===== src/source/icache_pkg.sv =====
/*
  Instruction cache access port definitions
  Array geometry, entry layouts, requester structs and the grant vector
  shared by the arbiter, the array controls and the top level
*/

package icache_pkg;

  //======================================================================
  // Geometry
  //======================================================================
  localparam int INDEX_W   = 6;
  localparam int TAG_W     = 28;
  localparam int INST_W    = 128;
  localparam int PRECODE_W = 32;
  localparam int NUM_WAYS  = 2;

  typedef logic [INDEX_W-1:0] index_t;

  //======================================================================
  // Array entries
  //======================================================================
  typedef struct packed {
    logic             valid;
    logic [TAG_W-1:0] tag;
  } tag_entry_t;

  typedef struct packed {
    logic [INST_W-1:0]    inst;
    logic [PRECODE_W-1:0] precode;
  } line_t;

  // Fifo bit on top, then way 1, then way 0
  typedef struct packed {
    logic       fifo;
    tag_entry_t way1;
    tag_entry_t way0;
  } tag_dout_t;

  //======================================================================
  // Requests
  //======================================================================
  typedef struct packed {
    logic                valid;
    index_t              index;
    logic [NUM_WAYS-1:0] way_pred;
  } fetch_req_t;

  typedef struct packed {
    logic                 wr;
    logic                 first;
    logic                 last;
    logic                 fifo;
    index_t               index;
    logic [TAG_W-1:0]     ptag;
    logic [INST_W-1:0]    inst;
    logic [PRECODE_W-1:0] precode;
  } refill_req_t;

  // Write mask bits are fifo, way1, way0
  typedef struct packed {
    logic       valid;
    index_t     index;
    logic [2:0] wmask;
    logic       fifo;
  } inv_req_t;

  typedef struct packed {
    logic   valid;
    index_t index;
  } ipb_req_t;

  typedef struct packed {
    logic inv;
    logic refill;
    logic ipb;
    logic fetch;
  } grant_t;

endpackage


===== src/source/icache_tag_ctrl.sv =====
/*
  Instruction cache tag array control
  Enables, write enables and write data for both tag ways and the
  fifo store, following the fifo replacement rule on refill
*/

`timescale 1ns/10ps

module icache_tag_ctrl (
  input  icache_pkg::grant_t                 grant,
  input  icache_pkg::inv_req_t               inv_req,
  input  icache_pkg::refill_req_t            refill_req,
  output logic [icache_pkg::NUM_WAYS-1:0]    tag_cen,
  output logic [icache_pkg::NUM_WAYS-1:0]    tag_wen,
  output icache_pkg::tag_entry_t             tag_din,
  output logic                               fifo_cen,
  output logic                               fifo_wen,
  output logic                               fifo_din
);

  import icache_pkg::*;

  logic                any_grant;
  logic                refill_tag_wr;
  logic [NUM_WAYS-1:0] fifo_way;

  // Tags are read or written on every granted access
  assign any_grant = |grant;
  assign tag_cen   = {NUM_WAYS{any_grant}};
  assign fifo_cen  = any_grant;

  // Only first and last beats touch the tag store
  assign refill_tag_wr = grant.refill && (refill_req.first || refill_req.last);
  assign fifo_way      = {refill_req.fifo, ~refill_req.fifo};

  always_comb
  begin
    tag_wen  = '0;
    tag_din  = '0;
    fifo_wen = 1'b0;
    fifo_din = 1'b0;
    if (grant.inv)
    begin
      tag_wen  = inv_req.wmask[1:0];
      fifo_wen = inv_req.wmask[2];
      fifo_din = inv_req.fifo;
    end
    else if (refill_tag_wr)
    begin
      tag_wen = fifo_way;
      // First beat clears the entry, last beat makes it valid
      tag_din.valid = refill_req.last;
      tag_din.tag   = refill_req.last ? refill_req.ptag : '0;
      fifo_wen      = refill_req.last;
      fifo_din      = ~refill_req.fifo;
    end
    if (refill_req.wr)
      a_first_last: assert final (!(refill_req.first && refill_req.last));
  end

endmodule


===== config.mk =====
export PLATFORM = sky130hd
export DESIGN_NAME = icache_tag_ctrl
export DESIGN_NICKNAME = d
export VERILOG_FILES = /design/src/source/icache_pkg.sv /design/src/source/icache_tag_ctrl.sv
export SDC_FILE = /design/constraint.sdc
export NUM_CORES = 1
export LEC_CHECK = 0
export BUFFER_PORTS_ARGS = -buffer_cell sky130_fd_sc_hd__buf_2
export CAP_MARGIN = 40
export CORE_AREA = 5 5 95 97
export DETAILED_ROUTE_END_ITERATION = 12
export DIE_AREA = 0 0 100 102
export PLACE_DENSITY = 0.52
export RECOVER_POWER = 50
export SLEW_MARGIN = 20
export SYNTH_ARGS = -nofsm -noshare
export SYNTH_HDL_FRONTEND = slang
export SYNTH_SLANG_ARGS = --single-unit

===== constraint.sdc =====
create_clock -name vclk -period 1.29
set_input_delay 0.0645 -clock vclk [all_inputs]
set_output_delay 0.0645 -clock vclk [all_outputs]
set_load 0.02 [all_outputs]

Word level (Yosys, flattened, before mapping)
Cells that the tools add are included.

storage, ports and cells
  flip-flop bits (word level) = 0
  input port bits = 213
  output and inout bits = 36
  logic and storage cells = 13

cells by class
  multiplexer cells = 9
  bitwise operators = 1
  reductions and logical operators = 3

operators with widths
  cell               number
  $mux 29            2
  $mux 28            1
  $mux 1             4
  $mux 2             2
  $reduce_or 4->1    1
  $logic_and 1x1->1  1
  $logic_or 1x1->1   1
  $not 1->1          1

Depth between registers and ports, before layout
  depth in word-level cells = 4
  mapped depth = 4
  gate-level depth less buffers = 2

Worst setup path after synthesis
OpenSTA, ideal clock, no wires.

  path type = input to output
  from = input grant[3] (netlist name)
  to = output tag_cen[0] (netlist name)
  arrival = 1,058 ps
  data required time = 1,226 ps
  path slack = 168 ps
  stages = 3
  path buffers = 2
  cells stage by stage = buf_6 -> or4_1 -> buf_4

on the way
  longest elaborated chain between the ends = 1

RTL lines
  item             line                   text
  start, declared  icache_tag_ctrl.sv:10  input icache_pkg::grant_t grant,
  $reduce_or 4->1  icache_tag_ctrl.sv:28  assign any_grant = |grant;
  end, declared    icache_tag_ctrl.sv:13  output logic [icache_pkg::NUM_WAYS-1:0] tag_cen,

Every way passes these cells.

==> impl_metrics.tcl <==
set metrics [dict create \
    outcome "complete, no violations" \
    syn_nets 258 \
    cts_setup_buffers 0 \
    power_frac_seq_pct 0 \
    min_period_over_period_pct 87.05 \
    finish.utilization_pct 10.15 \
    gp_congestion 0.6799 \
    nFillCells 955 \
    max_stage_delay_ps 260 \
    drv_cap 0 \
    clock_buffer_count 0 \
    power_density_mw_per_mm2 254.0 \
    top_layer "met4" \
    drt_iter0_drc 14 \
    die_h_um 102 \
    final-hold-violation-count 0 \
    syn_avg_cell_area_um2 8.286 \
    critPathMaxFanout 14 \
    hpwl_um 2715 \
    postCtsResizedCells 0 \
    seq_cells 0 \
    rows 33 \
    vias 598 \
    start_util_pct 4.631 \
    syn_inst 45 \
    num_antenna_cells 0 \
    critPathSlowestCell "clkbuf_1" \
    fin_nets 331 \
    final_cell_mix "61 x buf_2, 28 x and2_4, 14 x clkbuf_1" \
    vias_per_cell 2.706 \
    slew_headroom_pct 76.19 \
    grt_usage_pct 5.153 \
    dp_slack_ps 224.5 \
    cp_cell_sequence "buf_2 -> and3b_2 -> buf_4 -> and2_4 -> clkbuf_1" \
    grt_pass1_vias 628 \
    crit_cells 5 \
    path_class "input port to output port" \
    grt_antenna_before_repair 0 \
    ys_types 10 \
    cp.required_ps 1230 \
    synth_area_leaders "and2_4 66%, buf_6 12%, buf_4 4.0%" \
    p_switching_uw 108.6 \
    area_growth_pct 119.1 \
    drv_slew 0 \
    cellInternalPower_uw 98.95 \
    tightest_slew_ps 353.4 \
    comb_power_share_pct 100.0 \
    wl_met2_um 1149 \
    wl_per_cell_um 12.99 \
    yosys.area.top_type "and2_4" \
    ir_drop_v 0.00009153 \
    setup_ws_ps 167.1 \
    wl_met1_um 1128 \
    endpoint_kind "output port" \
    min_period_ps 1123 \
    min_path_type "input port to output port" \
    numPortBuffers 75 \
    hold_buffers 0 \
    worst_setup_path_start_kind "input port" \
    final_common_cell "buf_2" \
    grt_pass1_wl_um 3981 \
    ant_nets 0 \
    path_buf_inv 3 \
    fmax_mhz 890.5 \
    min_to "fifo_wen" \
    swShare_pct 52.32 \
    ys_seq_area_share_pct 0 \
    cp.arrival_ps 1060 \
    wl_met3_um 554 \
    worstHoldPathCells 3 \
    global_route.overflow_total 0 \
    seq_area_um2 0 \
    rsz0062_at_grt "no" \
    drive_above_1_share_pct 79.31 \
    synth_top_area_share_pct 65.77 \
    pwr-share-clk_pct 0 \
    grt_max_degree 17 \
    path_delay_family "buffers and inverters" \
    power_leakage_nw 0.4526 \
    finalPower_uw 207.5 \
    dr.pass1.iters 2 \
    wirelength_um 2871 \
    dieArea_mm2 0.01020 \
    setup_violations 0 \
    route.detailed.drc 0 \
    min_from "inv_req[3]" \
    syn_area_um2 372.9 \
    core_mm2 0.008051 \
    yosysWarnings 0 \
    io_pins 249 \
    finalSetupTns_ps 0 \
    die_w_um 100 \
]
==> metrics by stage <==
stage               instance area [um^2]  hold WS (ps)  instances
global placement                   834.6         446.3        221
global route                       817.0         472.0        221
detailed placement                 834.6         452.3        221
CTS                                834.6         452.3        221
finish                             817.0         451.0        221
floorplan                          372.9         267.6         45
==> layer usage <==
layer / up-vias / global-route usage, %
met4: 0 / 0.5181
met3: 2 / 4.437
met2: 46 / 7.388
li1: 281 / -
met1: 269 / 6.064
met5: - / 0
==> worst max-delay path by stage <==
stage	slack [ps]	start	to
3_5_place_dp	220	grant[3]	tag_din[9]
6_report	170	grant[3]	tag_din[14]
4_1_cts	230	grant[3]	tag_din[9]
2_1_floorplan	170	grant[3]	tag_cen[0]
3_3_place_gp	240	grant[3]	tag_din[9]
5_1_grt	90	grant[3]	tag_din[14]
==> cell usage after synthesis <==
| master | n |
|---|---|
| nand2_1 | 3 |
| o31ai_1 | 2 |
| nand2b_1 | 1 |
| and3b_2 | 1 |
| a21o_1 | 1 |
| buf_4 | 2 |
| or4_1 | 1 |
| and2_4 | 28 |
| buf_6 | 4 |
| o21ai_0 | 2 |
==> tightest hold or removal path, cell delays in order <==
cell    delay [ps]
buf_2           80
a21o_1          90
buf_2          150
==> power groups by stage <==
stage	combinational [mW]	sequential, mW	clock, mW
global route	0.229	0	0
CTS	0.217	0	0
detailed placement	0.216	0	0
global placement	0.213	0	0
finish	0.208	0	0
floorplan	0.118	0	0
==> final cells by class <==
| class | instances | area (um^2) | area share [%] |
|---|---|---|---|
| Multi-Input combinational cell | 39 | 312.8 | 38.28 |
| Timing Repair Buffer | 77 | 372.9 | 45.64 |
| Tap cell | 105 | 131.4 | 16.08 |
==> kinds of logic (layout without fill, tap and decap cells) <==
family	after synthesis	in the layout	share of synthesized area [%]
compound gates	5	5	8.725
buf+inv	6	77	16.11
simple gates	34	34	75.17
Note: power is estimated with default switching activity, not from simulation.
