==> src/source/icache_pkg.sv <==
/*
  Instruction cache access port definitions
  Array geometry, entry layouts, requester structs and the grant vector
  shared by the arbiter, the array controls and the top level
*/

package icache_pkg;

  //======================================================================
  // Geometry
  //======================================================================
  localparam int INDEX_W   = 6;
  localparam int TAG_W     = 28;
  localparam int INST_W    = 128;
  localparam int PRECODE_W = 32;
  localparam int NUM_WAYS  = 2;

  typedef logic [INDEX_W-1:0] index_t;

  //======================================================================
  // Array entries
  //======================================================================
  typedef struct packed {
    logic             valid;
    logic [TAG_W-1:0] tag;
  } tag_entry_t;

  typedef struct packed {
    logic [INST_W-1:0]    inst;
    logic [PRECODE_W-1:0] precode;
  } line_t;

  // Fifo bit on top, then way 1, then way 0
  typedef struct packed {
    logic       fifo;
    tag_entry_t way1;
    tag_entry_t way0;
  } tag_dout_t;

  //======================================================================
  // Requests
  //======================================================================
  typedef struct packed {
    logic                valid;
    index_t              index;
    logic [NUM_WAYS-1:0] way_pred;
  } fetch_req_t;

  typedef struct packed {
    logic                 wr;
    logic                 first;
    logic                 last;
    logic                 fifo;
    index_t               index;
    logic [TAG_W-1:0]     ptag;
    logic [INST_W-1:0]    inst;
    logic [PRECODE_W-1:0] precode;
  } refill_req_t;

  // Write mask bits are fifo, way1, way0
  typedef struct packed {
    logic       valid;
    index_t     index;
    logic [2:0] wmask;
    logic       fifo;
  } inv_req_t;

  typedef struct packed {
    logic   valid;
    index_t index;
  } ipb_req_t;

  typedef struct packed {
    logic inv;
    logic refill;
    logic ipb;
    logic fetch;
  } grant_t;

endpackage

==> src/source/icache_index_arb.sv <==
/*
  Instruction cache index arbiter
  Fixed priority grant over invalidate, refill, prefetch and fetch,
  shared index mux, and the registered access and miss events
*/

`timescale 1ns/10ps

module icache_index_arb (
  input  logic                    hpcp_clk,
  input  logic                    cpurst_b,
  input  logic                    icache_en,
  input  logic                    cnt_en,
  input  logic                    miss_pre,
  input  icache_pkg::inv_req_t    inv_req,
  input  icache_pkg::refill_req_t refill_req,
  input  icache_pkg::ipb_req_t    ipb_req,
  input  icache_pkg::fetch_req_t  fetch_req,
  output icache_pkg::grant_t      grant,
  output icache_pkg::index_t      index,
  output logic                    hpcp_access,
  output logic                    hpcp_miss
);

  import icache_pkg::*;

  logic inv_act;
  logic refill_act;
  logic ipb_act;
  logic fetch_act;
  logic access_pre;
  logic cnt_upd;

  //======================================================================
  // Request qualification and grant
  //======================================================================
  // Invalidate still runs with the cache off
  assign inv_act    = inv_req.valid;
  assign refill_act = refill_req.wr && icache_en;
  assign ipb_act    = ipb_req.valid && icache_en;
  assign fetch_act  = fetch_req.valid && icache_en;

  always_comb
  begin
    grant = '0;
    if (inv_act)
      grant.inv = 1'b1;
    else if (refill_act)
      grant.refill = 1'b1;
    else if (ipb_act)
      grant.ipb = 1'b1;
    else if (fetch_act)
      grant.fetch = 1'b1;
  end

  // One-hot grant, so an AND-OR mux is enough
  assign index = ({INDEX_W{grant.inv}}    & inv_req.index)
               | ({INDEX_W{grant.refill}} & refill_req.index)
               | ({INDEX_W{grant.ipb}}    & ipb_req.index)
               | ({INDEX_W{grant.fetch}}  & fetch_req.index);

  //======================================================================
  // Performance events
  //======================================================================
  assign access_pre = fetch_req.valid && icache_en;
  assign cnt_upd    = icache_en && cnt_en;

  always_ff @(posedge hpcp_clk or negedge cpurst_b)
  begin
    if (!cpurst_b)
    begin
      hpcp_access <= 1'b0;
      hpcp_miss   <= 1'b0;
    end
    else if (cnt_upd)
    begin
      hpcp_access <= access_pre;
      hpcp_miss   <= miss_pre;
    end
  end

  // Arrays see at most one requester per cycle
  a_grant_onehot: assert property (
    @(posedge hpcp_clk) disable iff (!cpurst_b) $onehot0(grant));

  // Counters frozen while counting is off
  a_event_hold: assert property (
    @(posedge hpcp_clk) disable iff (!cpurst_b)
    !cnt_upd |=> $stable({hpcp_access, hpcp_miss}));

endmodule

==> config.mk <==
export PLATFORM = sky130hd
export DESIGN_NAME = icache_index_arb
export DESIGN_NICKNAME = d
export VERILOG_FILES = /design/src/source/icache_pkg.sv /design/src/source/icache_index_arb.sv
export SDC_FILE = /design/constraint.sdc
export NUM_CORES = 1
export LEC_CHECK = 0
export BUFFER_PORTS_ARGS = -buffer_cell sky130_fd_sc_hd__buf_2
export CORE_AREA = 2 2 94 96
export DETAILED_ROUTE_END_ITERATION = 7
export DIE_AREA = 0 0 96 98
export PLACE_DENSITY = 0.39
export SYNTH_ARGS = -nofsm -noshare
export SYNTH_HDL_FRONTEND = slang
export SYNTH_SLANG_ARGS = --single-unit
==> constraint.sdc <==
create_clock -name hpcp_clk -period 1.19 [get_ports hpcp_clk]
set_clock_uncertainty 0.2 [all_clocks]
set_input_delay 0.238 -clock hpcp_clk [delete_from_list [all_inputs] [get_ports hpcp_clk]]
set_output_delay 0.238 -clock hpcp_clk [all_outputs]
set_load 0.02 [all_outputs]
=== Word level (Yosys, flattened, before mapping) ===
Index checks and enable logic that the tools add are counted.

* Add/subtract/negate cells: 0
* $mul: 0
* Div/mod/pow operators: 0
* Order comparisons: 0
* Eq/ne operators: 0
* Shift operators: 0
* Multiplexer cells: 7
* Bitwise logic cells: 7
* Reduce and logical (&&, ||, !) cells: 4

{| class="wikitable"
|+ Operators with widths
! operator !! number
|-
| bitwise AND 6 bit || 4
|-
| OR 6 bit || 3
|-
| 2-to-1 mux 1 bit || 5
|-
| logical AND 1 bit || 4
|-
| 2-to-1 mux 3 bit || 1
|-
| 2-to-1 mux 2 bit || 1
|}

* Register bits: 2
* Bits in latches: 0
* Memory bits (writable): 0
* Bits in read-only memories: 0
* Logic and storage cells: 20
* Memories kept: 0

=== Longest topological paths before layout ===
* Depth in word-level cells: 9
* Gate-level depth with buffers: 4
* Depth with buffers taken out: 3

=== Least setup slack after synthesis ===
No wires, ideal clock.

* Kind: input port to output port
* From: input port ipb_req[6] in the netlist's numbering
* To: output port index[0]
* Arrival: 0.935 ns
* Path slack: -0.183 ns
* Stages: 4
* Buffers on the path: 1
* Cell sequence: buf_6 > nor2b_4 > a221oi_1 > o21ai_1

* Cells in the longest elaborated chain, start to end: 7
* Elaborated cells on any way between the ends: 9
* Classes of those cells: mux: 4; bitwise: 4; reduce/logical: 1

{| class="wikitable"
|+ RTL lines
! what !! line !! source
|-
| start, declared || icache_index_arb.sv:17 || <nowiki>input icache_pkg::ipb_req_t ipb_req,</nowiki>
|-
| logical AND 1 bit (*) || icache_index_arb.sv:40 || <nowiki>assign ipb_act = ipb_req.valid && icache_en;</nowiki>
|-
| 2-to-1 mux 1 bit || icache_index_arb.sv:50 || <nowiki>else if (ipb_act)</nowiki>
|-
| 2-to-1 mux 2 bit (*) || icache_index_arb.sv:48 || <nowiki>else if (refill_act)</nowiki>
|-
| 2-to-1 mux 3 bit (*) || icache_index_arb.sv:46 || <nowiki>if (inv_act)</nowiki>
|-
| bitwise AND 6 bit || icache_index_arb.sv:59 || <nowiki>| ({INDEX_W{grant.ipb}} & ipb_req.index)</nowiki>
|-
| OR 6 bit || icache_index_arb.sv:59 ||
|-
| OR 6 bit (*) || icache_index_arb.sv:60 || <nowiki>| ({INDEX_W{grant.fetch}} & fetch_req.index);</nowiki>
|-
| end, declared || icache_index_arb.sv:20 || <nowiki>output icache_pkg::index_t index,</nowiki>
|}

Mark *: on every way between the ends. The rest lies on a longest branch, timed or not.

=== Worst setup path after layout ===
* From: input port fetch_req[8] in the netlist's numbering
* To: output port index[3]

* Cells in the longest elaborated chain, start to end: 7

{| class="wikitable"
|+ RTL lines
! what !! line !! source
|-
| start, declared || icache_index_arb.sv:18 || <nowiki>input icache_pkg::fetch_req_t fetch_req,</nowiki>
|-
| logical AND 1 bit || icache_index_arb.sv:41 || <nowiki>assign fetch_act = fetch_req.valid && icache_en;</nowiki>
|-
| 2-to-1 mux 1 bit || icache_index_arb.sv:52 || <nowiki>else if (fetch_act)</nowiki>
|-
| 2-to-1 mux 1 bit || icache_index_arb.sv:50 ||
|-
| 2-to-1 mux 2 bit || icache_index_arb.sv:48 ||
|-
| 2-to-1 mux 3 bit || icache_index_arb.sv:46 ||
|-
| bitwise AND 6 bit || icache_index_arb.sv:60 ||
|-
| OR 6 bit || icache_index_arb.sv:60 ||
|}

Every way passes these cells.

==> reports/qor.txt <==
Post-Syn Instances - 37
Maximum operating frequency - 672.3 MHz
CTS tree - built
Mapped cell area - 282.8 sq um
MaxCap Viol Count - 0
Family with the most delay on the worst path - buffers and inverters
Iter 0 DRT Violations - 3
Filler cells - 946
Sequential area share after synthesis - 0.1770
Yosys warning count - 0
Pre-CTS setup slack - -0.4077 ns
Final WL - 2.109 mm
Worst vdd ir - 0.1906 mV
Hold slack - 0.07027 ns
Status - finished with violations
DRT antenna net count - 0
WP buf/inv - 3
Inserted Diodes - 0
Max-slew violation count - 0
Nets - 325
Residual DRC - 0
Met3 track utilization from global routing - 0.01389
Final std cells w/o fill - 201
Worst-Skew Late Latency - 0.21 ns
Hold Path Class - in -> reg
First-pass GRT wire length - 3.346 mm
Dpl hpwl - 1.536 mm
Pleak - 0.4318 nW
Die height - 98 um
Via-to-Cell Ratio - 2.622
Vias in the first global route - 621
Placed insts - 189
Arr. time, crit path - 1.05 ns
Critical path's most frequent cell - buf_6
Number of cell rows - 34
Final Cell Area - 0.001030 sq mm
Final hold violation count - 0
Setup crit start kind - input pin
Die W - 96 um
Total CTS buffers - 3
GRT Residual Overflow - 0
CP max stage cell - a221oi_4
Failing checks - negative setup slack
Pwr dens - 683.9 mW/mm^2
Syn Nets - 267
Crit path cell chain - buf_6 -> nor2b_4 -> buf_8 -> a221oi_4 -> o21ai_2 -> buf_6
GR peak layer - met2
Clock transition at the registers of the reported paths - 0.03 ns
Initial Util - 0.03340
Crit Path Class - in -> out
Worst EP required - 0.75 ns
Die area - 0.009408 sq mm
WL per Instance - 10.49 um
Setup crit end kind - primary output
Tot GR Track Use - 0.04670
Worst path max stage delay - 0.24 ns
I/O pin count - 242
Pre-antenna DRT Iters - 2
Area Growth Syn to Fin - 264.2%
CTS root buf - clkbuf_8
Period utilization - 1.250
Port Buffer Count - 44
GPL Wtd Cong - 0.5899
GR Util met2 - 0.08547
Final worst slack - -0.2974 ns
Post-synthesis register bit count - 2
M1 GR Usage - 0.05221
Synth cell types - 12
Layout cell share with drive strength beyond 1 - 0.8280
Rel. slew slack - 0.8258
Min Clock Period, post-route - 1.487 ns
H-tree depth - 1
Clock tree buffer depth - 2
Largest net degree at the start of global routing - 9
Final setup fails - 9
Worst-margin pin slew - 0.2586 ns
Placed Area - 656.9 sq um
Core box area - 0.008466 sq mm
Max FO, Critical Path - 5
Syn Area/Cell - 7.642 sq um
CTS Sinks - 2
Initial antenna violation count - 0
Via count - 527
RSZ-0062 raised after global routing - true
-- cells by family (layout without fill, tap and decap cells) --
kind of cell / after synthesis / in the layout / synth area share
AOI/OAI and AO/OA: 18 / 18 / 0.3982
and+or+nand+nor: 12 / 13 / 0.2655
buffers and inverters: 3 / 58 / 0.07964
muxes: 2 / 2 / 0.07964
DFF: 2 / 2 / 0.1770
-- stage by stage --
stage	setup TNS (ns)	util	power, mW
global route	-2.214	0.1216	0.7468
CTS	-1.914	0.1135	0.6825
detailed placement	-2.834	0.07759	0.3086
global placement	-2.624	0.07759	0.3062
finish	-1.937	0.1216	0.7042
floorplan	-0.4903	-	0.1976
-- layer usage --
layer  part of all wire  up-vias  wire [um]
li1                   -      257          -
met1               0.37      244        786
met2               0.56       26       1173
met3              0.071        0        149
met4                  0        0          0
met5                  0        -          0
-- flip-flops by register name, summed over array words and instances (netlist names) --
| name | flops |
|---|---|
| hpcp_access | 1 |
| hpcp_miss | 1 |
-- final cells by class --
cell class | count | area, sq um | share of cell area
repair buffers | 54 | 435.4 | 0.4228
multi-input cells | 33 | 361.6 | 0.3512
well taps | 108 | 135.1 | 0.1312
flip-flops and latches | 2 | 50.05 | 0.04860
clock buffers | 3 | 41.29 | 0.04010
inverters | 1 | 6.256 | 0.006075
-- final timing paths --
| kind | from | endpoint | slack (ns) | depth (start not counted) |
|---|---|---|---|---|
| max | fetch_req[8] | index[3] | -0.30 | 6 |
| max in group asynchronous | cpurst_b | hpcp_access | 0.51 | 2 |
| min in group asynchronous | cpurst_b | hpcp_miss | 0.18 | 2 |
| max reg2reg | hpcp_access | hpcp_access | 0.21 | 1 |
| min reg2reg | hpcp_miss | hpcp_miss | 0.30 | 1 |
| min | miss_pre | hpcp_miss | 0.07 | 2 |
-- cells in the final DEF (no fill, tap or decap) --
cell / netlist / routed
nand2_1: 7 / 7
buf_12: 0 / 2
dlygate4sd3_1: 0 / 1
a221oi_4: 0 / 6
buf_4: 1 / 5
and3_4: 0 / 2
dfrtp_1: 2 / 2
buf_6: 1 / 14
buf_2: 0 / 29
and2_4: 0 / 1
buf_8: 0 / 3
mux2_2: 2 / 2
clkbuf_8: 0 / 3
o21ai_1: 6 / 1
o21ai_0: 6 / 5
o21ai_2: 0 / 6
inv_4: 0 / 1
nor2b_4: 2 / 3
-- report_power, final --
part | switching [mW] | total (mW) | internal, mW
Combinational | 0.166 | 0.360 | 0.193
Clock | 0.0463 | 0.260 | 0.213
Sequential | 0.00638 | 0.0851 | 0.0787
Total | 0.219 | 0.704 | 0.485
-- timing repair --
item | CTS | global route
setup buffers | 5 | 3
endpoints found under the hold margin | 2 | 0
endpoints found under the setup margin | 9 | 10
hold buffers | 1 | 0
cloned | 1 | 0
gates resized for setup | 49 | 7
pin swaps | 9 | 2
-- cells in the mapped netlist (all sizes together) --
master / count / area (sq um)
nand2: 7 / 26.28
a221oi: 6 / 52.55
and2: 1 / 6.260
mux2: 2 / 22.52
inv: 1 / 3.750
o21ai: 12 / 60.06
dfrtp: 2 / 50.05
buf: 2 / 18.77
and3: 2 / 15.01
nor2b: 2 / 27.53
(Power assumes the default switching activity.)
