`src/source/icache_pkg.sv`:
```
/*
  Instruction cache access port definitions
  Array geometry, entry layouts, requester structs and the grant vector
  shared by the arbiter, the array controls and the top level
*/

package icache_pkg;

  //======================================================================
  // Geometry
  //======================================================================
  localparam int INDEX_W   = 6;
  localparam int TAG_W     = 28;
  localparam int INST_W    = 128;
  localparam int PRECODE_W = 32;
  localparam int NUM_WAYS  = 2;

  typedef logic [INDEX_W-1:0] index_t;

  //======================================================================
  // Array entries
  //======================================================================
  typedef struct packed {
    logic             valid;
    logic [TAG_W-1:0] tag;
  } tag_entry_t;

  typedef struct packed {
    logic [INST_W-1:0]    inst;
    logic [PRECODE_W-1:0] precode;
  } line_t;

  // Fifo bit on top, then way 1, then way 0
  typedef struct packed {
    logic       fifo;
    tag_entry_t way1;
    tag_entry_t way0;
  } tag_dout_t;

  //======================================================================
  // Requests
  //======================================================================
  typedef struct packed {
    logic                valid;
    index_t              index;
    logic [NUM_WAYS-1:0] way_pred;
  } fetch_req_t;

  typedef struct packed {
    logic                 wr;
    logic                 first;
    logic                 last;
    logic                 fifo;
    index_t               index;
    logic [TAG_W-1:0]     ptag;
    logic [INST_W-1:0]    inst;
    logic [PRECODE_W-1:0] precode;
  } refill_req_t;

  // Write mask bits are fifo, way1, way0
  typedef struct packed {
    logic       valid;
    index_t     index;
    logic [2:0] wmask;
    logic       fifo;
  } inv_req_t;

  typedef struct packed {
    logic   valid;
    index_t index;
  } ipb_req_t;

  typedef struct packed {
    logic inv;
    logic refill;
    logic ipb;
    logic fetch;
  } grant_t;

endpackage

```
`src/source/icache_sram.sv`:
```
/*
  Single port synchronous array
  Registered read, write-through disabled, dout held when idle
*/

`timescale 1ns/10ps

module icache_sram #(
  parameter type entry_t = logic,
  parameter int  DEPTH   = 1 << icache_pkg::INDEX_W
) (
  input  logic               hpcp_clk,
  input  logic               cpurst_b,
  input  logic               cen,
  input  logic               wen,
  input  icache_pkg::index_t index,
  input  entry_t             din,
  output entry_t             dout
);

  entry_t mem [DEPTH];

  //======================================================================
  // Array and read register
  //======================================================================
  always_ff @(posedge hpcp_clk or negedge cpurst_b)
  begin
    if (!cpurst_b)
    begin
      for (int i = 0; i < DEPTH; i++)
        mem[i] <= '0;
      dout <= '0;
    end
    else if (cen)
    begin
      // A write leaves dout as it was
      if (wen)
        mem[index] <= din;
      else
        dout <= mem[index];
    end
  end

endmodule

```
`config.mk`:
```
export PLATFORM = sky130hd
export DESIGN_NAME = icache_sram
export DESIGN_NICKNAME = d
export VERILOG_FILES = /design/src/source/icache_pkg.sv /design/src/source/icache_sram.sv
export SDC_FILE = /design/constraint.sdc
export NUM_CORES = 1
export LEC_CHECK = 0
export BUFFER_PORTS_ARGS = -buffer_cell sky130_fd_sc_hd__buf_4
export CAP_MARGIN = 20
export CELL_PAD_IN_SITES_DETAIL_PLACEMENT = 2
export CELL_PAD_IN_SITES_GLOBAL_PLACEMENT = 2
export CORE_ASPECT_RATIO = 1.5
export CORE_MARGIN = 2
export CORE_UTILIZATION = 42
export DETAILED_ROUTE_END_ITERATION = 16
export PLACE_DENSITY_LB_ADDON = 0.1
export RECOVER_POWER = 50
export SLEW_MARGIN = 0
export SYNTH_ARGS = -nofsm -noshare
export SYNTH_HDL_FRONTEND = slang
export SYNTH_SLANG_ARGS = --single-unit
```
`constraint.sdc`:
```
create_clock -name hpcp_clk -period 1.9 [get_ports hpcp_clk]
set_input_delay 0.38 -clock hpcp_clk [delete_from_list [all_inputs] [get_ports hpcp_clk]]
set_output_delay 0.38 -clock hpcp_clk [all_outputs]
set_load 0.02 [all_outputs]
```
After elaboration in Yosys (flattened, before gate mapping)
Index checks and enable logic that the tools add are counted.
{ "totals": {"regBits": 65, "inputBits": 11, "output_inout_bits": 1, "word_cells": 78} }
{ "op_classes": {"n_lt_le_gt_ge": 2, "mux": 6, "n_bitwise": 2, "reduce_logical": 3} }
{ "op_table": {"columns": ["operator", "n"], "rows": [
  ["64-bit bitwise mux", 1],
  ["7-bit greater-or-equal comparator (second input constant)", 1],
  ["7-bit by 1-bit less-than comparator with 1-bit output (second input constant)", 1],
  ["6-bit NOT with 7-bit output", 1],
  ["1-bit binary-select mux with 6-bit select", 1],
  ["1-bit demux with 6-bit select", 1],
  ["2-bit AND reduction", 2],
  ["1-bit 2-to-1 mux", 3],
  ["1-bit logical AND", 1],
  ["1-bit NOT", 1]
]} }

Logic depth before layout (Yosys ltp)
Gate-level depths: netlist of the first run.
{ "logic_depth": {"ltp_word": 6, "ltp_mapped": 9} }

Worst setup path before layout of the first run
Ideal clock, no wire load.
{ "synth_timing": {"kind": "input port to flip-flop", "start": "in index[0]", "end": "reg dout", "setup_ps": 128, "t_arrival_ps": 1572, "required_ps": 1772, "slack_ps": 200, "path_stages": 6, "path_buffers": 1, "path_cell_list": "buf_6 mux4_2 nor2b_1 a211o_1 a31oi_1 a31oi_1"} }
{ "synth_between": {"elab_chain_len": 4} }
{ "synth_lines": {"columns": ["item", "line_no", "text"], "rows": [
  ["from (decl)", "icache_sram.sv:16", "input icache_pkg::index_t index,"],
  ["6-bit NOT with 7-bit output (implied by the code)", "icache_sram.sv:40", "dout <= mem[index];"],
  ["1-bit binary-select mux with 6-bit select", "icache_sram.sv:40", null],
  ["1-bit 2-to-1 mux (implied by the code) (2 in series)", "icache_sram.sv:40", null],
  ["to (signal assigned)", "icache_sram.sv:40", null],
  ["to (decl)", "icache_sram.sv:18", "output entry_t dout"]
]} }
No other way between the ends. The select of a mux whose other input is x is not followed.
A chain may end at the register's enable or synchronous reset.

Final worst setup path of the first run
{ "layout_timing": {"start": "in index[0]", "end": "reg mem[43] (netlist name)"} }
{ "layout_between": {"elab_chain_len": 6} }
{ "layout_lines": {"columns": ["item", "line_no", "text"], "rows": [
  ["6-bit NOT with 7-bit output (implied by the code) (*)", "icache_sram.sv:38", "mem[index] <= din;"],
  ["7-bit greater-or-equal comparator (implied by the code) or 7-bit by 1-bit less-than comparator with 1-bit output (tied branches)", "icache_sram.sv:38", null],
  ["1-bit logical AND (implied by the code)", "icache_sram.sv:38", null],
  ["1-bit 2-to-1 mux (implied by the code)", "icache_sram.sv:38", null],
  ["1-bit demux with 6-bit select (*)", "icache_sram.sv:38", null],
  ["64-bit bitwise mux (*)", "icache_sram.sv:38", null],
  ["to (signal, indexed assignment)", "icache_sram.sv:38", null],
  ["to (decl)", "icache_sram.sv:21", "entry_t mem [DEPTH];"]
]} }
Mark *: on every way between the ends. The rest lies on a longest branch, timed or not.

==> impl_metrics.py, run 1 <==
metrics = {
    "route": {
        "vias": 2485,
        "vias_per_cell": 5.63,
        "drc": 0,
        "first_pass_iters": 4,
        "wl_per_cell_um": 22.8,
        "final_antenna_net_count": 0,
        "wirelength_um": 10000,
        "drt_iter0_drc": 61,
    },
    "setup_path": {
        "crit_required_ns": 2.11,
        "path_max_fanout": 9,
        "cp_data_arrival_time_ns": 1.90,
        "startpoint": "index[0]",
        "reg2regPathDepth": 5,
        "worst_setup_path_start_kind": "input port",
        "worstSetupPathType": "input port to flip-flop",
        "cp-end-kind": "flip-flop",
        "r2r_slack_ns": 0.22,
        "rr_startpoint": "mem[60]",
        "regToRegEndpoint": "dout",
        "crit_end": "mem[43]",
    },
    "sta": {
        "period_share": 0.886,
        "relSlewSlack": 0.476,
        "max_freq_mhz": 594,
        "final.min_clock_period_ns": 1.68,
        "rsz0062_at_grt": "false",
        "hold_viol": 0,
        "setup_viol": 0,
        "fin_worst_skew_ns": 0.00195,
        "tightest_slew_ns": 0.787,
        "whs_ns": 0.408,
        "finalMaxSlewViolations": 0,
    },
    "logic_synthesis": {
        "ys_types": 34,
        "synth_area_leaders": "dfrtp_1 (47%), mux2_2 (22%), nor2_1 (5.9%), mux4_2 (3.3%), mux2i_1 (2.9%)",
        "yosysMostFrequentCell": "mux2_2",
        "synth_fp_nets": 315,
        "synth_top_flop_cell": "dfrtp_1",
        "syn_avg_cell_area_um2": 11.4,
        "synth.top_cells.by_count": "mux2_2 (67), dfrtp_1 (65), nor2_1 (54), nand2_1 (22), clkbuf_1 (14)",
        "yosysTopAreaCellShare": 0.470,
        "async_flop_share": 1.00,
        "ys.warnings.count": 0,
        "synth-edff-count": 0,
        "synth_seq_area_share": 0.470,
        "synth_area_um2": 3460,
        "synth_seq_cells": 65,
        "synth_cells": 304,
        "synth_top_area_cell": "dfrtp_1",
    },
    "clock_tree": {
        "cts_resized": 0,
        "cts_buffers": 9,
        "cts_root_buf": "clkbuf_16",
        "clock-sinks": 65,
        "clockBufferDepth": 2,
        "tritoncts": "built",
        "clkTransAtPathRegs_ns": 0.05,
        "cts.htree.levels": 3,
        "insertion_delay_ns": 0.33,
    },
    "floorplan": {
        "die_w_um": 78.1,
        "dieHeight_um": 115,
        "row_count": 40,
        "design.die.area_um2": 8990,
        "io_pins": 12,
        "coreArea_um2": 8010,
        "start_util": 0.432,
    },
    "layout": {
        "antenna_cells": 0,
        "syn2layout_area_growth_pct": 17.8,
        "nets": 343,
        "layout-drive-gt1-share": 0.387,
        "design_area_um2": 4080,
    },
    "global_route": {
        "track_usage": 0.245,
        "grt_start_max_net_pins": 65,
        "grt_pass1_vias": 2808,
        "grt_pass1_wl_um": 16100,
        "grt_antenna_before_repair": 0,
        "grt_overflow": 0,
    },
    "worst_hold_path": {
        "min-delay-start": "wen",
        "min_path_type": "input port to flip-flop",
    },
    "power": {
        "powerDensity_nw_per_um2": 876,
        "ir_drop_mv": 0.519,
        "leakage_uw": 0.00185,
    },
    "placed_design": {
        "port_buffers": 11,
        "gp_congestion": 0.787,
        "dpl-instance-area_um2": 3790,
        "hpwl_um": 7100,
    },
    "run_status": {
        "outcome": "complete, no violations",
    },
    "run": {
        "max_cap_violations": 0,
    },
}
==> worst min path at each step <==
stage,end,slack [ns],depth (start not counted)
after CTS,dout,0.40,4
after global routing,dout,0.44,4
after floorplan,dout,0.08,0
after detailed placement,mem[14],0.33,1
final,dout,0.41,4
after global placement,mem[14],0.33,1
==> power by group <==
group          internal (uW)  switching (uW)
Clock                   1000             578
Sequential              1500            67.8
Combinational            205             216
Total                   2710             862
==> cells in the final DEF (no fill, tap or decap), types with 3 or more instances in the layout <==
cell,n
a21oi_1,5
nor2b_1,6
o21ai_0,3
dfrtp_1,65
mux2_2,67
nand2_1,22
clkinv_2,3
clkbuf_16,9
nand3b_1,5
nand3_1,6
a31oi_1,4
mux2i_1,10
nor2_1,54
nand4_1,4
mux4_2,5
buf_4,36
mux4_1,3
==> layer usage <==
metal	wire, um	vias up	GRT usage
met2	5360	32	0.433
met1	4200	1304	0.293
li1	-	1133	-
met3	228	16	0.0455
met5	0	-	0
met4	259	0	0.104
==> critical path: stages <==
cell and delay [ns]:
buf_4 0.17, buf_4 0.19, nor2b_1 0.33, nand2_1 0.16
buf_4 0.19, nor2_1 0.13, mux2_2 0.35
==> layout make-up <==
cell class                 instances  area, um2
clock buffer                      11        233
clock inverter                     4       45.0
fill                             813       3930
multi-input combinational        216       1710
sequential                        65       1630
tap                              105        131
timing repair buffer              40        325
==> logic make-up (layout without fill, tap and decap cells) <==
logic type	count (synthesis)	after routing	synth area share
and+or+nand+nor	111	111	0.154
muxes	85	85	0.302
DFF	65	65	0.470
buffers and inverters	23	55	0.0344
AOI/OAI and AO/OA	20	20	0.0387
==> per-stage QoR <==
stage	instances	setup WS [ns]	utilization	TNS [ns]	total power, uW
finish	441	0.217	0.509	0	3570
global route	441	0.122	0.509	0	3710
CTS	441	0.176	0.509	0	3620
detailed placement	425	-0.149	0.473	-3.13	2020
global placement	425	-0.0691	0.473	-0.434	1990
floorplan	304	0.200	-	0	1830
==> registers in the layout (all words and copies together) (netlist names) <==
| name | count |
|---|---|
| mem | 64 |
| dout | 1 |
==> timing repair <==
item,in CTS,in global routing
hold endpoints to repair,27,0
buffers inserted,0,0
hold buffers,1,0
Note: power is estimated with default switching activity, not from simulation.
==> run 2: changes to the inputs <==
--- a/config.mk
+++ b/config.mk
@@ -5,16 +5,18 @@
 export SDC_FILE = /design/constraint.sdc
 export NUM_CORES = 1
 export LEC_CHECK = 0
+export ABC_AREA = 1
 export BUFFER_PORTS_ARGS = -buffer_cell sky130_fd_sc_hd__buf_4
 export CAP_MARGIN = 20
 export CELL_PAD_IN_SITES_DETAIL_PLACEMENT = 2
 export CELL_PAD_IN_SITES_GLOBAL_PLACEMENT = 2
 export CORE_ASPECT_RATIO = 1.5
 export CORE_MARGIN = 2
-export CORE_UTILIZATION = 42
+export CORE_UTILIZATION = 38
 export DETAILED_ROUTE_END_ITERATION = 16
-export PLACE_DENSITY_LB_ADDON = 0.1
+export PLACE_DENSITY = 0.78
 export RECOVER_POWER = 50
+export SKIP_CTS_REPAIR_TIMING = 1
 export SLEW_MARGIN = 0
 export SYNTH_ARGS = -nofsm -noshare
 export SYNTH_HDL_FRONTEND = slang
==> impl_metrics.py, run 2 <==
metrics = {
    "run_status": {
        "outcome": "complete, no violations",
    },
    "sta": {
        "final.min_clock_period_ns": 1.50,
        "fin_setup_tns_ns": 0,
        "finalMaxSlewViolations": 0,
        "relSlewSlack": 0.413,
        "setup_viol": 0,
        "whs_ns": 0.157,
        "fin_ws_ns": 0.397,
        "max_freq_mhz": 665,
        "tightest_slew_ns": 0.881,
        "period_share": 0.791,
        "fin_worst_skew_ns": 0.00249,
        "rsz0062_at_grt": "false",
        "hold_viol": 0,
    },
    "logic_synthesis": {
        "synth.top_cells.by_count": "nand2_1 (119), dfrtp_1 (65), a21oi_1 (57), a31oi_1 (55), inv_1 (29)",
        "synth_seq_area_share": 0.456,
        "synth_area_um2": 3570,
        "synth_area_leaders": "dfrtp_1 (46%), nand2_1 (13%), a31oi_1 (9.6%), a21oi_1 (8.0%), inv_1 (3.0%)",
        "ys_types": 26,
        "async_flop_share": 1.00,
        "yosysTopAreaCellShare": 0.456,
        "synth-edff-count": 0,
        "ys.warnings.count": 0,
        "synth_cells": 444,
        "synth_top_flop_cell": "dfrtp_1",
        "yosysMostFrequentCell": "nand2_1",
        "synth_fp_nets": 455,
        "synth_top_area_cell": "dfrtp_1",
        "syn_avg_cell_area_um2": 8.04,
        "synth_seq_cells": 65,
    },
    "setup_path": {
        "path_cells": "buf_4 > inv_2 > nand2_1 > nor2_1 > nand2_1 > inv_2 > a21oi_1 > a31oi_1",
        "crit_required_ns": 2.15,
        "crit_family": "buffers and inverters",
        "path_max_fanout": 14,
        "slowest_delay_ns": 0.28,
        "path_buf_inv": 3,
        "cp_data_arrival_time_ns": 1.75,
        "crit_slowest_cell": "inv_2",
        "worst_setup_path_start_kind": "input port",
        "worstSetupPathType": "input port to flip-flop",
        "cp-end-kind": "flip-flop",
    },
    "global_route": {
        "track_usage": 0.265,
        "grt_start_max_net_pins": 64,
        "grt_pass1_wl_um": 20400,
        "grt_pass1_vias": 3710,
        "grt_antenna_before_repair": 0,
        "grt_overflow": 0,
    },
    "clock_tree": {
        "tritoncts": "built",
        "cts.htree.levels": 3,
        "cts_buffers": 9,
        "clkTransAtPathRegs_ns": 0.05,
        "insertion_delay_ns": 0.34,
        "clock-sinks": 65,
        "clockBufferDepth": 2,
        "cts_root_buf": "clkbuf_16",
    },
    "layout": {
        "n_fill_cell": 1057,
        "final_common_cell": "nand2_1",
        "finish.utilization": 0.453,
        "nets": 474,
        "top_regs": "mem (64), dout (1)",
        "syn2layout_area_growth_pct": 16.7,
        "layout-drive-gt1-share": 0.173,
        "antenna_cells": 0,
        "largest-register": "mem",
        "layout_common_cells": "nand2_1 (119), dfrtp_1 (65), a21oi_1 (57)",
        "largest_reg_flops": 64,
    },
    "route": {
        "wl_per_cell_um": 21.9,
        "first_pass_iters": 4,
        "route.met2.wl_um": 6820,
        "final_antenna_net_count": 0,
        "met1_length_um": 5280,
        "vias_per_cell": 5.75,
        "vias": 3331,
        "highest-signal-layer": "met4",
        "drt_iter0_drc": 120,
        "drc": 0,
        "wirelength_um": 12700,
        "dr_wl_met3_um": 282,
    },
    "floorplan": {
        "design.die.area_um2": 10200,
        "row_count": 43,
        "die_w_um": 83.2,
        "coreArea_um2": 9200,
        "dieHeight_um": 123,
        "io_pins": 12,
        "start_util": 0.388,
    },
    "placed_design": {
        "hpwl_um": 8140,
        "gp_congestion": 0.791,
        "port_buffers": 11,
        "place_ws_ns": 0.148,
    },
    "power": {
        "powerDensity_nw_per_um2": 984,
        "ir_drop_mv": 0.498,
        "p_total_uw": 4100,
        "leakage_uw": 0.00201,
    },
    "worst_hold_path": {
        "min_path_type": "input port to async pin",
    },
    "run": {
        "max_cap_violations": 0,
    },
}
## run 2: changes by cell type after synthesis, sizes merged, moves of 9 or more
| cell | delta |
|---|---|
| a31oi | +51 |
| a21oi | +52 |
| nor2 | -28 |
| buf | +17 |
| o21ai | +9 |
| mux2 | -66 |
| mux2i | -10 |
| nand2 | +98 |
| nand3 | +11 |
| inv | +37 |
## run 2: power breakdown
part | leakage (uW) | switching (uW) | internal (uW)
registers | 0.000863 | 107 | 1560
logic | 0.000994 | 410 | 227
clock network | 0.000153 | 620 | 1180
total | 0.00201 | 1140 | 2970
## run 2: final timing paths
path                          start       to  slack (ns)  depth (start not counted)
min reg2reg                 mem[13]  mem[13]        0.49                          2
min                        cpurst_b  mem[25]        0.16                          1
max in group asynchronous  cpurst_b  mem[18]        1.04                          2
min in group hpcp_clk           din  mem[11]        0.30                          2
max                        index[1]  mem[23]        0.40                          8
max reg2reg                 mem[45]     dout        0.44                          9
## run 2: metrics by stage
step	instance area (um2)	instances
floorplan	3570	444
global placement	3860	564
detailed placement	3860	564
CTS	4170	579
global route	4170	579
finish	4170	579
## run 2: metal layers
| metal | vias up | global-route usage |
|---|---|---|
| met4 | 0 | 0.0953 |
| met5 | - | 0 |
| met2 | 47 | 0.483 |
| li1 | 1544 | - |
| met1 | 1721 | 0.308 |
| met3 | 19 | 0.0511 |
## run 2: cells by family after synthesis
family / Yosys count / share of synthesized area
flip-flops: 65 / 0.456
buffers and inverters: 69 / 0.0967
multiplexers: 1 / 0.00315
AND/OR/NAND/NOR: 181 / 0.243
AO/OA/AOI/OAI: 128 / 0.201
## run 2: cell type report
type / instances / area, um2 / share of cell area
clock buffer: 12 / 246 / 0.0591
clock inverter: 3 / 65.1 / 0.0156
inverter: 37 / 144 / 0.0345
multi-input combinational: 310 / 1600 / 0.384
sequential: 65 / 1630 / 0.390
tap: 112 / 140 / 0.0336
timing repair buffer: 40 / 348 / 0.0834
==> run 3: changes to the inputs <==
==> constraint.sdc (replaced) <==
create_clock -name hpcp_clk -period 1.5 [get_ports hpcp_clk]
set_input_delay 0.3 -clock hpcp_clk [delete_from_list [all_inputs] [get_ports hpcp_clk]]
set_output_delay 0.3 -clock hpcp_clk [all_outputs]
set_load 0.02 [all_outputs]
==> impl_metrics.py, run 3 (same netlist as run 2, synthesis figures left out) <==
metrics = {
    "route": {
        "final_antenna_net_count": 0,
        "wirelength_um": 15500,
        "wl_per_cell_um": 25.7,
        "first_pass_iters": 4,
        "drt_iter0_drc": 224,
        "vias": 3556,
        "drc": 0,
        "vias_per_cell": 5.88,
    },
    "layout": {
        "nets": 499,
        "layout_common_cells": "nand2_1 (100), dfrtp_1 (65), a21oi_1 (57)",
        "largest-register": "mem",
        "antenna_cells": 0,
        "final_common_cell": "nand2_1",
        "syn2layout_area_growth_pct": 29.2,
        "layout-drive-gt1-share": 0.284,
        "finish.utilization": 0.501,
        "top_regs": "mem (64), dout (1)",
        "largest_reg_flops": 64,
    },
    "floorplan": {
        "design.die.area_um2": 10200,
        "start_util": 0.388,
        "die_w_um": 83.2,
        "io_pins": 12,
        "dieHeight_um": 123,
        "row_count": 43,
        "coreArea_um2": 9200,
    },
    "worst_hold_path": {
        "min_path_type": "input port to flip-flop",
        "min-delay-start": "din",
        "min_to": "mem[11]",
        "hold_depth": 2,
    },
    "setup_path": {
        "cp_data_arrival_time_ns": 1.74,
        "reg2regPathDepth": 12,
        "cp-end-kind": "flip-flop",
        "crit_slowest_cell": "dfrtp_1",
        "path_cells": "nand2_1 > nand2_1 > nand2_1 > nand2_1 > nand2_1 > nand2_2 > nand2_2 > nand2_1 > nor2_2 > nand3_2 > nand2_2 > inv_2",
        "path_max_fanout": 2,
        "crit_top_cell": "nand2_1",
        "worstSetupPathType": "flip-flop to flip-flop",
        "regToRegEndpoint": "dout",
        "rr_startpoint": "mem[10]",
        "crit_required_ns": 1.74,
        "worst_setup_path_start_kind": "flip-flop",
        "slowest_delay_ns": 0.39,
        "r2r_slack_ns": -0.003,
    },
    "sta": {
        "relSlewSlack": 0.403,
        "fin_ws_ns": -0.00338,
        "tightest_slew_ns": 0.895,
        "period_share": 1.00,
        "finalMaxSlewViolations": 0,
        "setup_viol": 1,
        "final.min_clock_period_ns": 1.50,
        "hold_viol": 0,
        "max_freq_mhz": 665,
        "fin_worst_skew_ns": 0.0116,
    },
    "global_route": {
        "grt_antenna_before_repair": 0,
        "grt_start_max_net_pins": 66,
        "grt_overflow": 0,
        "grt_pass1_wl_um": 23700,
        "track_usage": 0.313,
        "grt_pass1_vias": 4009,
    },
    "clock_tree": {
        "clkTransAtPathRegs_ns": 0.06,
        "insertion_delay_ns": 0.34,
        "tritoncts": "built",
        "clockBufferDepth": 2,
        "cts_buffers": 9,
        "clock-sinks": 65,
        "cts_root_buf": "clkbuf_16",
        "cts.htree.levels": 3,
    },
    "placed_design": {
        "port_buffers": 11,
        "gp_congestion": 0.816,
        "hpwl_um": 9240,
    },
    "run_status": {
        "outcome": "finished with violations",
        "violations": "negative setup slack",
    },
    "power": {
        "powerDensity_nw_per_um2": 1220,
        "leakage_uw": 0.00219,
        "ir_drop_mv": 0.772,
        "p_total_uw": 5630,
    },
    "run": {
        "max_cap_violations": 0,
    },
}
## run 3: worst max-delay path by stage
| stage | start | to | slack, ns | cells after the start |
|---|---|---|---|---|
| 3_3_place_gp | index[0] | mem[58] | -0.10 | 7 |
| 5_1_grt | mem[10] | dout | -0.04 | 12 |
| 4_1_cts | mem[39] | dout | -0.12 | 9 |
| 3_5_place_dp | index[0] | dout | -0.19 | 15 |
| 6_report | mem[10] | dout | -0.003 | 12 |
| 2_1_floorplan | index[0] | mem[37] | 0.1 | 6 |
## run 3: stage by stage
step | setup TNS [ns] | std cells | hold slack [ns] | setup slack [ns] | instance area [um2]
after floorplan | 0 | 444 | 0.00441 | 0.0978 | 3570
after global placement | -1.00 | 584 | 0.334 | -0.104 | 4120
after detailed placement | -3.12 | 584 | 0.337 | -0.186 | 4120
after CTS | -0.119 | 600 | -0.0286 | -0.119 | 4470
after global routing | -0.0420 | 605 | 0.221 | -0.0420 | 4610
final | -0.00338 | 605 | 0.215 | -0.00338 | 4610
## run 3: cell type report
type	instances	area, um2
Tap cell	112	140
Fill cell	982	4590
Clock buffer	10	239
Clock inverter	6	105
Multi-Input combinational cell	310	1710
Sequential cell	65	1630
Inverter	37	146
Timing Repair Buffer	65	644
## run 3: routing by layer
layer / global-route usage / wire length [um] / share of wire
met1: 0.371 / 6360 / 0.41
met2: 0.550 / 8270 / 0.53
met3: 0.0457 / 346 / 0.022
met4: 0.162 / 567 / 0.036
met5: 0 / 0 / 0
## run 3: power breakdown
part           switching [uW]  leakage, uW  internal [uW]
clock                     837     0.000172           1660
sequential                152     0.000863           1980
combinational             630      0.00116            371
total                    1620      0.00219           4010
## run 3: worst max-delay path, delay by kind of cell (launching register included)
kind	cells	cell delay, ns
simple gates	11	0.97
flops	1	0.39
buf+inv	1	0.04
